[src/hw/timer_regmap_pkg.sv]
package timer_regmap_pkg;

    // Byte offsets from the window base
    localparam logic [31:0] REG_CONTROL = 32'h0000_0000;  // Enable and irq enable
    localparam logic [31:0] REG_STATUS  = 32'h0000_0004;  // Live count, write reloads
    localparam logic [31:0] REG_DATA_0  = 32'h0000_0008;  // Timer period
    localparam logic [31:0] REG_DATA_1  = 32'h0000_000C;  // Scratch word

    // Bit positions inside the control word
    localparam int CTRL_ENABLE = 0;                       // Counter runs when set
    localparam int CTRL_IRQ_EN = 1;                       // Wrap raises irq when set

    // Decoded register select
    typedef enum logic [1:0] {
        IDX_CONTROL = 2'd0,                               // Control word
        IDX_STATUS  = 2'd1,                               // Counter
        IDX_DATA_0  = 2'd2,                               // Period
        IDX_DATA_1  = 2'd3                                // Scratch
    } reg_idx_t;

endpackage

[src/hw/axil_pkg.sv]
package axil_pkg;

    // Bus geometry, shared by every block on the AXI4-Lite side
    localparam int AXIL_ADDR_W = 32;                  // Byte address width
    localparam int AXIL_DATA_W = 32;                  // Data word width

    // Response codes carried on rresp and bresp
    typedef enum logic [1:0] {
        OKAY   = 2'b00,                               // Access done
        SLVERR = 2'b10                                // Decode miss or bad alignment
    } axil_resp_t;

    // Read data channel contents, held in the read response slot
    typedef struct packed {
        logic [AXIL_DATA_W-1:0] data;                 // Read word, zero on error
        axil_resp_t             resp;                 // Read status
    } axil_r_payload_t;                               // 34 bits

    // Write response channel contents, held in the write response slot
    typedef struct packed {
        axil_resp_t resp;                             // Write status
    } axil_b_payload_t;                               // 2 bits

endpackage
[src/hw/axil_timer_top.sv]
`timescale 1ns/1ps

module axil_timer_top import axil_pkg::*; #(
    parameter logic [AXIL_ADDR_W-1:0] BASE_ADDR = '0   // Register window base
) (
    input  logic                   aclk,       // Bus clock
    input  logic                   aresetn,    // Async reset, active low
    input  logic [AXIL_ADDR_W-1:0] araddr,     // Read address
    input  logic                   arvalid,    // Read address valid
    output logic                   arready,    // Read address ready
    output logic [AXIL_DATA_W-1:0] rdata,      // Read data
    output logic [1:0]             rresp,      // Read response
    output logic                   rvalid,     // Read data valid
    input  logic                   rready,     // Read data ready
    input  logic [AXIL_ADDR_W-1:0] awaddr,     // Write address
    input  logic                   awvalid,    // Write address valid
    output logic                   awready,    // Write address ready
    input  logic [AXIL_DATA_W-1:0] wdata,      // Write data
    input  logic                   wvalid,     // Write data valid
    output logic                   wready,     // Write data ready
    output logic [1:0]             bresp,      // Write response
    output logic                   bvalid,     // Write response valid
    input  logic                   bready,     // Write response ready
    output logic                   irq         // Timer wrap interrupt
);

    logic                   rd_strobe;         // FSM to bank read
    logic [AXIL_ADDR_W-1:0] rd_addr;
    logic [AXIL_DATA_W-1:0] rd_data;
    logic                   rd_err;
    logic                   wr_strobe;         // FSM to bank write
    logic [AXIL_ADDR_W-1:0] wr_addr;
    logic [AXIL_DATA_W-1:0] wr_data;
    logic                   wr_err;
    logic                   r_load;            // FSM to read slot
    axil_r_payload_t        r_payload;
    logic                   r_busy;
    axil_r_payload_t        r_bus;             // Read slot to the bus
    logic                   b_load;            // FSM to write slot
    axil_b_payload_t        b_payload;
    logic                   b_busy;
    axil_b_payload_t        b_bus;             // Write slot to the bus

    axil_slave_fsm axil_slave_fsm_inst (
        .aclk(aclk), .aresetn(aresetn),
        .araddr(araddr), .arvalid(arvalid), .arready(arready),
        .awaddr(awaddr), .awvalid(awvalid), .awready(awready),
        .wdata(wdata), .wvalid(wvalid), .wready(wready),
        .rd_strobe(rd_strobe), .rd_addr(rd_addr), .rd_data(rd_data), .rd_err(rd_err),
        .r_load(r_load), .r_payload(r_payload), .r_busy(r_busy),
        .wr_strobe(wr_strobe), .wr_addr(wr_addr), .wr_data(wr_data), .wr_err(wr_err),
        .b_load(b_load), .b_payload(b_payload), .b_busy(b_busy)
    );

    axil_resp_slot #(.payload_t(axil_r_payload_t)) r_slot_inst (
        .aclk(aclk), .aresetn(aresetn),
        .load(r_load), .load_payload(r_payload),
        .valid(rvalid), .ready(rready), .payload(r_bus), .busy(r_busy)
    );

    axil_resp_slot #(.payload_t(axil_b_payload_t)) b_slot_inst (
        .aclk(aclk), .aresetn(aresetn),
        .load(b_load), .load_payload(b_payload),
        .valid(bvalid), .ready(bready), .payload(b_bus), .busy(b_busy)
    );

    timer_regs #(.BASE_ADDR(BASE_ADDR)) timer_regs_inst (
        .aclk(aclk), .aresetn(aresetn),
        .rd_strobe(rd_strobe), .rd_addr(rd_addr), .rd_data(rd_data), .rd_err(rd_err),
        .wr_strobe(wr_strobe), .wr_addr(wr_addr), .wr_data(wr_data), .wr_err(wr_err),
        .irq(irq)
    );

    assign rdata = r_bus.data;                 // Split the held payloads onto the bus
    assign rresp = r_bus.resp;
    assign bresp = b_bus.resp;

endmodule

[src/hw/timer_regs.sv]
`timescale 1ns/1ps

module timer_regs import axil_pkg::*, timer_regmap_pkg::*; #(
    parameter logic [AXIL_ADDR_W-1:0] BASE_ADDR = '0   // Window base
) (
    input  logic                   aclk,       // Bus clock
    input  logic                   aresetn,    // Async reset, active low
    input  logic                   rd_strobe,  // Read access this cycle
    input  logic [AXIL_ADDR_W-1:0] rd_addr,    // Read byte address
    output logic [AXIL_DATA_W-1:0] rd_data,    // Read word, zero on miss
    output logic                   rd_err,     // Read decode miss
    input  logic                   wr_strobe,  // Write access this cycle
    input  logic [AXIL_ADDR_W-1:0] wr_addr,    // Write byte address
    input  logic [AXIL_DATA_W-1:0] wr_data,    // Write word
    output logic                   wr_err,     // Write decode miss
    output logic                   irq         // One-cycle wrap pulse
);

    logic                   ctrl_enable;       // Counter run bit
    logic                   ctrl_irq_en;       // Wrap interrupt enable
    logic [AXIL_DATA_W-1:0] count_q;           // Live counter, read as status
    logic [AXIL_DATA_W-1:0] period_q;          // data_0
    logic [AXIL_DATA_W-1:0] scratch_q;         // data_1
    logic [AXIL_DATA_W-1:0] ctrl_word;         // Control as seen on the bus
    reg_idx_t               rd_idx;            // Decoded read target
    reg_idx_t               wr_idx;            // Decoded write target
    logic                   wr_ok;             // Write hits a register
    logic                   status_wr;         // Reload of the counter
    logic                   wrap;              // Count at period while running

    // Offset match also rejects unaligned and out-of-window addresses
    function automatic logic addr_decode(input logic [AXIL_ADDR_W-1:0] addr,
                                         output reg_idx_t idx);
        logic [AXIL_ADDR_W-1:0] off;
        logic                   err;
        off = addr - BASE_ADDR;                // Below base wraps to a large offset
        err = 1'b0;
        idx = IDX_CONTROL;
        case (off)
            REG_CONTROL: idx = IDX_CONTROL;
            REG_STATUS:  idx = IDX_STATUS;
            REG_DATA_0:  idx = IDX_DATA_0;
            REG_DATA_1:  idx = IDX_DATA_1;
            default:     err = 1'b1;           // Not one of the four words
        endcase
        return err;
    endfunction

    always_comb begin
        rd_err = addr_decode(rd_addr, rd_idx);
        wr_err = addr_decode(wr_addr, wr_idx);
    end

    always_comb begin
        ctrl_word              = '0;
        ctrl_word[CTRL_ENABLE] = ctrl_enable;
        ctrl_word[CTRL_IRQ_EN] = ctrl_irq_en;
    end

    // Read mux stays quiet outside a strobed hit
    always_comb begin
        rd_data = '0;
        if (rd_strobe && !rd_err) begin
            case (rd_idx)
                IDX_CONTROL: rd_data = ctrl_word;
                IDX_STATUS:  rd_data = count_q;
                IDX_DATA_0:  rd_data = period_q;
                IDX_DATA_1:  rd_data = scratch_q;
                default:     rd_data = '0;
            endcase
        end
    end

    assign wr_ok     = wr_strobe && !wr_err;
    assign status_wr = wr_ok && (wr_idx == IDX_STATUS);
    assign wrap      = ctrl_enable && (count_q == period_q);

    always_ff @(posedge aclk or negedge aresetn) begin
        if (!aresetn) begin
            ctrl_enable <= 1'b0;
            ctrl_irq_en <= 1'b0;
            period_q    <= '0;
            scratch_q   <= '0;
        end else if (wr_ok) begin
            case (wr_idx)
                IDX_CONTROL: begin
                    ctrl_enable <= wr_data[CTRL_ENABLE];
                    ctrl_irq_en <= wr_data[CTRL_IRQ_EN];
                end
                IDX_DATA_0: period_q  <= wr_data;
                IDX_DATA_1: scratch_q <= wr_data;
                default: ;                     // Status handled by the counter
            endcase
        end
    end

    // A status reload wins over counting
    always_ff @(posedge aclk or negedge aresetn) begin
        if (!aresetn) begin
            count_q <= '0;
            irq     <= 1'b0;
        end else begin
            irq <= wrap && ctrl_irq_en && !status_wr;  // High the cycle after the wrap
            if (status_wr) begin
                count_q <= wr_data;
            end else if (wrap) begin
                count_q <= '0;                 // Period reached
            end else if (ctrl_enable) begin
                count_q <= count_q + 1'b1;
            end
        end
    end

    // A period of one or more leaves a gap between wraps
    assert property (@(posedge aclk) disable iff (!aresetn)
        irq |=> !irq)
        else $error("irq high two cycles");

endmodule

[src/hw/axil_slave_fsm.sv]
`timescale 1ns/1ps

module axil_slave_fsm import axil_pkg::*; (
    input  logic                   aclk,       // Bus clock
    input  logic                   aresetn,    // Async reset, active low
    input  logic [AXIL_ADDR_W-1:0] araddr,     // Read address
    input  logic                   arvalid,    // Read address valid
    output logic                   arready,    // Read address ready pulse
    input  logic [AXIL_ADDR_W-1:0] awaddr,     // Write address
    input  logic                   awvalid,    // Write address valid
    output logic                   awready,    // Write address ready pulse
    input  logic [AXIL_DATA_W-1:0] wdata,      // Write data
    input  logic                   wvalid,     // Write data valid
    output logic                   wready,     // Write data ready pulse
    output logic                   rd_strobe,  // One-cycle register read
    output logic [AXIL_ADDR_W-1:0] rd_addr,    // Latched read address
    input  logic [AXIL_DATA_W-1:0] rd_data,    // Register bank read word
    input  logic                   rd_err,     // Read decode miss
    output logic                   r_load,     // Load read response slot
    output axil_r_payload_t        r_payload,  // Read response contents
    input  logic                   r_busy,     // Read slot still full
    output logic                   wr_strobe,  // One-cycle register write
    output logic [AXIL_ADDR_W-1:0] wr_addr,    // Latched write address
    output logic [AXIL_DATA_W-1:0] wr_data,    // Latched write data
    input  logic                   wr_err,     // Write decode miss
    output logic                   b_load,     // Load write response slot
    output axil_b_payload_t        b_payload,  // Write response contents
    input  logic                   b_busy      // Write slot still full
);

    typedef enum logic [1:0] {
        IDLE,                                  // Waiting for a request
        TRANSFER,                              // Ready pulse toward the master
        RESPONSE                               // Access issued, slot draining
    } state_t;

    state_t rd_state;                          // Read channel machine
    state_t wr_state;                          // Write channel machine

    // Read side
    always_ff @(posedge aclk or negedge aresetn) begin
        if (!aresetn) begin
            rd_state  <= IDLE;
            arready   <= 1'b0;
            rd_strobe <= 1'b0;
        end else begin
            case (rd_state)
                IDLE: begin
                    if (arvalid) begin
                        arready  <= 1'b1;      // Seen by the master on the next edge
                        rd_state <= TRANSFER;
                    end
                end
                TRANSFER: begin
                    arready   <= 1'b0;         // Single-cycle ready
                    rd_strobe <= 1'b1;         // Read the bank next cycle
                    rd_state  <= RESPONSE;
                end
                RESPONSE: begin
                    rd_strobe <= 1'b0;
                    if (!rd_strobe && !r_busy) begin
                        rd_state <= IDLE;      // Slot cleared this edge
                    end
                end
                default: begin
                    rd_state <= IDLE;
                end
            endcase
        end
    end

    always_ff @(posedge aclk) begin
        if (rd_state == IDLE && arvalid) begin
            rd_addr <= araddr;                 // Address is stable while arvalid holds
        end
    end

    // Write side, address and data taken together
    always_ff @(posedge aclk or negedge aresetn) begin
        if (!aresetn) begin
            wr_state  <= IDLE;
            awready   <= 1'b0;
            wready    <= 1'b0;
            wr_strobe <= 1'b0;
        end else begin
            case (wr_state)
                IDLE: begin
                    if (awvalid && wvalid) begin
                        awready  <= 1'b1;      // Both readies pulse together
                        wready   <= 1'b1;
                        wr_state <= TRANSFER;
                    end
                end
                TRANSFER: begin
                    awready   <= 1'b0;
                    wready    <= 1'b0;
                    wr_strobe <= 1'b1;         // Bank updates on the following edge
                    wr_state  <= RESPONSE;
                end
                RESPONSE: begin
                    wr_strobe <= 1'b0;
                    if (!wr_strobe && !b_busy) begin
                        wr_state <= IDLE;
                    end
                end
                default: begin
                    wr_state <= IDLE;
                end
            endcase
        end
    end

    always_ff @(posedge aclk) begin
        if (wr_state == IDLE && awvalid && wvalid) begin
            wr_addr <= awaddr;                 // Capture address and word as a pair
            wr_data <= wdata;
        end
    end

    // Bank answers in the strobe cycle, so the slots load on the same edge
    assign r_load = rd_strobe;
    assign b_load = wr_strobe;

    always_comb begin
        r_payload.data = rd_data;              // Bank already zeroes a miss
        r_payload.resp = rd_err ? SLVERR : OKAY;
        b_payload.resp = wr_err ? SLVERR : OKAY;
    end

    // Address readies are pulses, never held across cycles
    assert property (@(posedge aclk) disable iff (!aresetn)
        arready |=> !arready)
        else $error("arready held two cycles");

    assert property (@(posedge aclk) disable iff (!aresetn)
        awready |=> !awready)
        else $error("awready held two cycles");

endmodule

[src/hw/axil_resp_slot.sv]
`timescale 1ns/1ps

module axil_resp_slot #(
    parameter type payload_t = logic [1:0]    // Channel contents held here
) (
    input  logic     aclk,                    // Bus clock
    input  logic     aresetn,                 // Async reset, active low
    input  logic     load,                    // One-cycle capture request
    input  payload_t load_payload,            // Contents to capture
    output logic     valid,                   // Channel valid to the master
    input  logic     ready,                   // Channel ready from the master
    output payload_t payload,                 // Held contents on the bus
    output logic     busy                     // Slot still owes a handshake
);

    payload_t payload_q;                      // Captured contents

    // Valid rises on load and falls on the accepting edge
    always_ff @(posedge aclk or negedge aresetn) begin
        if (!aresetn) begin
            valid <= 1'b0;                    // Empty out of reset
        end else if (load) begin
            valid <= 1'b1;                    // New response present
        end else if (ready) begin
            valid <= 1'b0;                    // Master took it
        end
    end

    always_ff @(posedge aclk) begin
        if (load) begin
            payload_q <= load_payload;        // Latch once, hold until accepted
        end
    end

    assign payload = payload_q;               // Drive held contents
    assign busy    = valid && !ready;         // Drops on the edge the slot clears

    // A stalled response must not change under the master
    assert property (@(posedge aclk) disable iff (!aresetn)
        (valid && !ready) |=> (valid && $stable(payload)))
        else $error("response changed while stalled");

    // The state machine waits for the slot before it issues another access
    assert property (@(posedge aclk) disable iff (!aresetn)
        load |-> !busy)
        else $error("load while slot busy");

endmodule

[config.mk]
export PLATFORM = sky130hd
export DESIGN_NAME = axil_timer_top
export DESIGN_NICKNAME = d
export VERILOG_FILES = /design/src/hw/timer_regmap_pkg.sv /design/src/hw/axil_pkg.sv /design/src/hw/axil_timer_top.sv /design/src/hw/timer_regs.sv /design/src/hw/axil_slave_fsm.sv /design/src/hw/axil_resp_slot.sv
export SDC_FILE = /design/constraint.sdc
export NUM_CORES = 1
export LEC_CHECK = 0
export ABC_CLOCK_PERIOD_IN_PS = 3800
export BUFFER_PORTS_ARGS = -buffer_cell sky130_fd_sc_hd__buf_2
export CAP_MARGIN = 20
export CORE_UTILIZATION = 57
export CTS_CLUSTER_SIZE = 10
export DETAILED_ROUTE_END_ITERATION = 10
export GPL_TIMING_DRIVEN = 0
export PLACE_DENSITY = 0.89
export SYNTH_ARGS = -nofsm -noshare
export SYNTH_HDL_FRONTEND = slang
export SYNTH_SLANG_ARGS = --single-unit
[constraint.sdc]
create_clock -name aclk -period 3.8 [get_ports aclk]
set_clock_uncertainty 0.2 [all_clocks]
set_input_delay 0.76 -clock aclk [delete_from_list [all_inputs] [get_ports aclk]]
set_output_delay 0.76 -clock aclk [all_outputs]
set_load 0.02 [all_outputs]
==> metrics.txt <==
startpoint types flip-flop; CP endpoint kind flip-flop; RR Endpoint timer_regs_inst.period_q[13]; Worst Path Buf+Inv 1; Worst Reg-to-Reg Cells 7; WL/cell 19.3 um; Tot Pwr 6.39 mW; Max Fclk 0.347 GHz; Filler Cells Inserted 1,235; GP Congestion 0.889; worst-margin pin slew 898 ps; GR Overflow Total 0; Worst Hold Class input pin to asynchronous set/reset pin; Die Width 138 um; CTS resizes 0; R2R Setup Slk 910 ps; CP delay by family, top simple AND/OR/NAND/NOR gates; post-route ant nets 0; max incr delay on CP 520 ps; Synth-to-Final Area Change 18.1%; vias in the first global route 7,151; Via density 5.80; Clock Latency Late Sink 530 ps; Ys Warns 0; Iter 0 DRT Violations 575; Overall Global Routing Usage 25.6%; Worst EP required 4010 ps; count of final hold-check violations 0; maximum vdd ir drop 0.433 mV; CTS max path bufs 3; H-tree level count 1; # IOs 145; r2r startpoint axil_slave_fsm_inst.wr_addr[26]; final worst slack 914 ps; Avg Cell Area, Syn 13.3 sq um; start point of the critical path axil_slave_fsm_inst.wr_addr[26]; HPWL Detailed 15,900 um; Die Ht 138 um; layout cells sized above 1 29.4%; vias 7,051; critical path cell sequence nor4_1 > nand4_1 > nor2_2 > nand2_1 > nor3b_2 > buf_4 > mux2_2; post-synthesis sequential area ratio 63.3%; slew margin rel. 40.1%; top cell type's share of synthesized area 37.2%; number of library cell types mapped by synthesis 56; Slew Viols, Final 0; Synth Instances 789; CP Capture Point timer_regs_inst.period_q[13]; area leader, netlist edfxtp_1; number of stages on the worst setup path 7; period utilization 75.9%; clock root buffer clkbuf_16; Post-Syn Area 10,500 sq um; largest net degree at the start of global routing 66; Synth area leaders edfxtp_1 (37%), dfrtp_1 (26%), mux2_2 (5.7%); pre-CTS setup slack 996 ps; core area 18,000 sq um; Data arrival, critical path 3100 ps; # DRC 0; post-synthesis async set-or-reset flop share 45.6%; leakage 5.21 nW; Post-synth top flop edfxtp_1; initial antenna violation count 0; CTS Hold Bufs 0; Setup-failing EPs final 0; die area 18,900 sq um; diode count 0; FF+latch count, synth 239; number of port buffers 142; Period minus WS final 2890 ps; Power Dens Cells 516 nW/um^2; Max FO, Critical Path 10; Initial Util 58.3%; CTS tree built; status complete, no violations; CTS buffer count 28; first-pass GRT wire length 36,700 um; row count 49; final wirelength 23,400 um; crit path kind flip-flop to flip-flop; CTS sink count 239; Post-synth EDFFs 130; TritonRoute pass-1 iters 5; RSZ-0062 raised after global routing false; Setup TNS 0 ps; Setup Fix Bufs, Post-CTS 0; Critical Path Slowest Stage Cell nor3b_2; Hold Slack 47.4 ps; Nets 1,075; max-cap viol count 0; Clock transition at path regs 50 ps
[worst min-delay path by stage]
stage	endpoint	slack, ps	cells past startpoint	startpoint
after global placement	timer_regs_inst.scratch_q[4]	290	1	timer_regs_inst.scratch_q[4]
after CTS	timer_regs_inst.scratch_q[25]	60	1	aresetn
after floorplan	axil_slave_fsm_inst.arready	260	0	aresetn
final	timer_regs_inst.scratch_q[25]	50	1	aresetn
after global routing	timer_regs_inst.scratch_q[25]	90	1	aresetn
after detailed placement	timer_regs_inst.scratch_q[30]	300	1	timer_regs_inst.scratch_q[30]
[per-stage QoR]
| stage | instances | area, sq um | utilization, % |
|---|---|---|---|
| 2_1_floorplan | 790 | 10500 | - |
| 3_5_place_dp | 1163 | 11500 | 64.3 |
| 4_1_cts | 1215 | 12400 | 68.9 |
| 3_3_place_gp | 1161 | 11500 | 63.9 |
| 6_report | 1215 | 12400 | 68.9 |
| 5_1_grt | 1215 | 12400 | 68.9 |
[power breakdown]
group          internal (mW)  switching (mW)  total [mW]
sequential              3.08           0.166        3.25
clock                   1.45           0.981        2.43
combinational          0.254           0.456       0.710
total                   4.79            1.60        6.39
[synthesized netlist by cell type, drive strengths merged, types with 3 or more instances]
cell / number
edfxtp: 130
dfrtp: 109
mux2: 70
nor2: 61
a21oi: 44
nand2: 42
nor3: 39
mux2i: 32
xor2: 30
o21ai: 29
buf: 28
xnor2: 28
nor4: 24
nand4: 21
clkbuf: 18
nand3: 18
inv: 14
and3: 8
ha: 8
and2: 4
nor3b: 4
o211ai: 4
a311oi: 3
[routing by layer]
| layer | up-vias | part of all wire [%] | GRT usage, % |
|---|---|---|---|
| met5 | - | 0 | 0 |
| met4 | 0 | 3.5 | 10.1 |
| met3 | 71 | 6.5 | 4.38 |
| met2 | 270 | 49 | 43.3 |
| met1 | 3485 | 41 | 33.0 |
| li1 | 3225 | - | - |
[layout by cell type (no fill, tap or decap), types with 3 or more instances in the layout]
| cell type | count |
|---|---|
| a21oi_1 | 44 |
| and2_1 | 4 |
| and3_1 | 7 |
| buf_1 | 4 |
| buf_2 | 153 |
| buf_4 | 10 |
| buf_6 | 3 |
| clkbuf_1 | 36 |
| clkbuf_16 | 29 |
| dfrtp_1 | 108 |
| edfxtp_1 | 130 |
| ha_1 | 8 |
| inv_1 | 14 |
| mux2_1 | 17 |
| mux2_2 | 53 |
| mux2i_1 | 32 |
| nand2_1 | 41 |
| nand3_1 | 18 |
| nand4_1 | 18 |
| nor2_1 | 60 |
| nor3_1 | 19 |
| nor3_2 | 20 |
| nor3b_2 | 3 |
| nor4_1 | 22 |
| o211ai_1 | 4 |
| o21ai_0 | 17 |
| o21ai_1 | 11 |
| xnor2_1 | 28 |
| xor2_1 | 30 |
[kinds of logic after synthesis]
| kind of cell | count (synthesis) | share of synthesized area [%] |
|---|---|---|
| flip-flops | 239 | 63.3 |
| AND/OR/NAND/NOR | 235 | 12.9 |
| multiplexers | 102 | 10.6 |
| AO/OA/AOI/OAI | 86 | 4.57 |
| buffers and inverters | 60 | 2.85 |
| XOR/XNOR | 58 | 4.85 |
| adder cells (fa/ha/maj) | 8 | 0.955 |
| other | 1 | 0.0358 |
[registers in the layout (all words and copies together), names as in the netlist, 2 cells and up]
signal / cells
timer_regs_inst.scratch_q: 32
axil_slave_fsm_inst.wr_addr: 32
timer_regs_inst.count_q: 32
r_slot_inst.payload: 33
axil_slave_fsm_inst.rd_addr: 32
axil_slave_fsm_inst.wr_state: 2
axil_slave_fsm_inst.wr_data: 32
axil_slave_fsm_inst.rd_state: 2
timer_regs_inst.period_q: 32
[cell type report]
| class | count | area (sq um) | share of cell area (%) |
|---|---|---|---|
| clock inverter | 1 | 5.00 | 0.0404 |
| timing repair buffer | 144 | 768 | 6.21 |
| inverter | 14 | 52.6 | 0.425 |
| clock buffer | 51 | 828 | 6.69 |
| tap | 229 | 287 | 2.31 |
| multi-input combinational | 491 | 3560 | 28.7 |
| buffer | 46 | 246 | 1.99 |
| sequential | 239 | 6630 | 53.6 |
No activity file was read; power rests on OpenSTA's default activity.
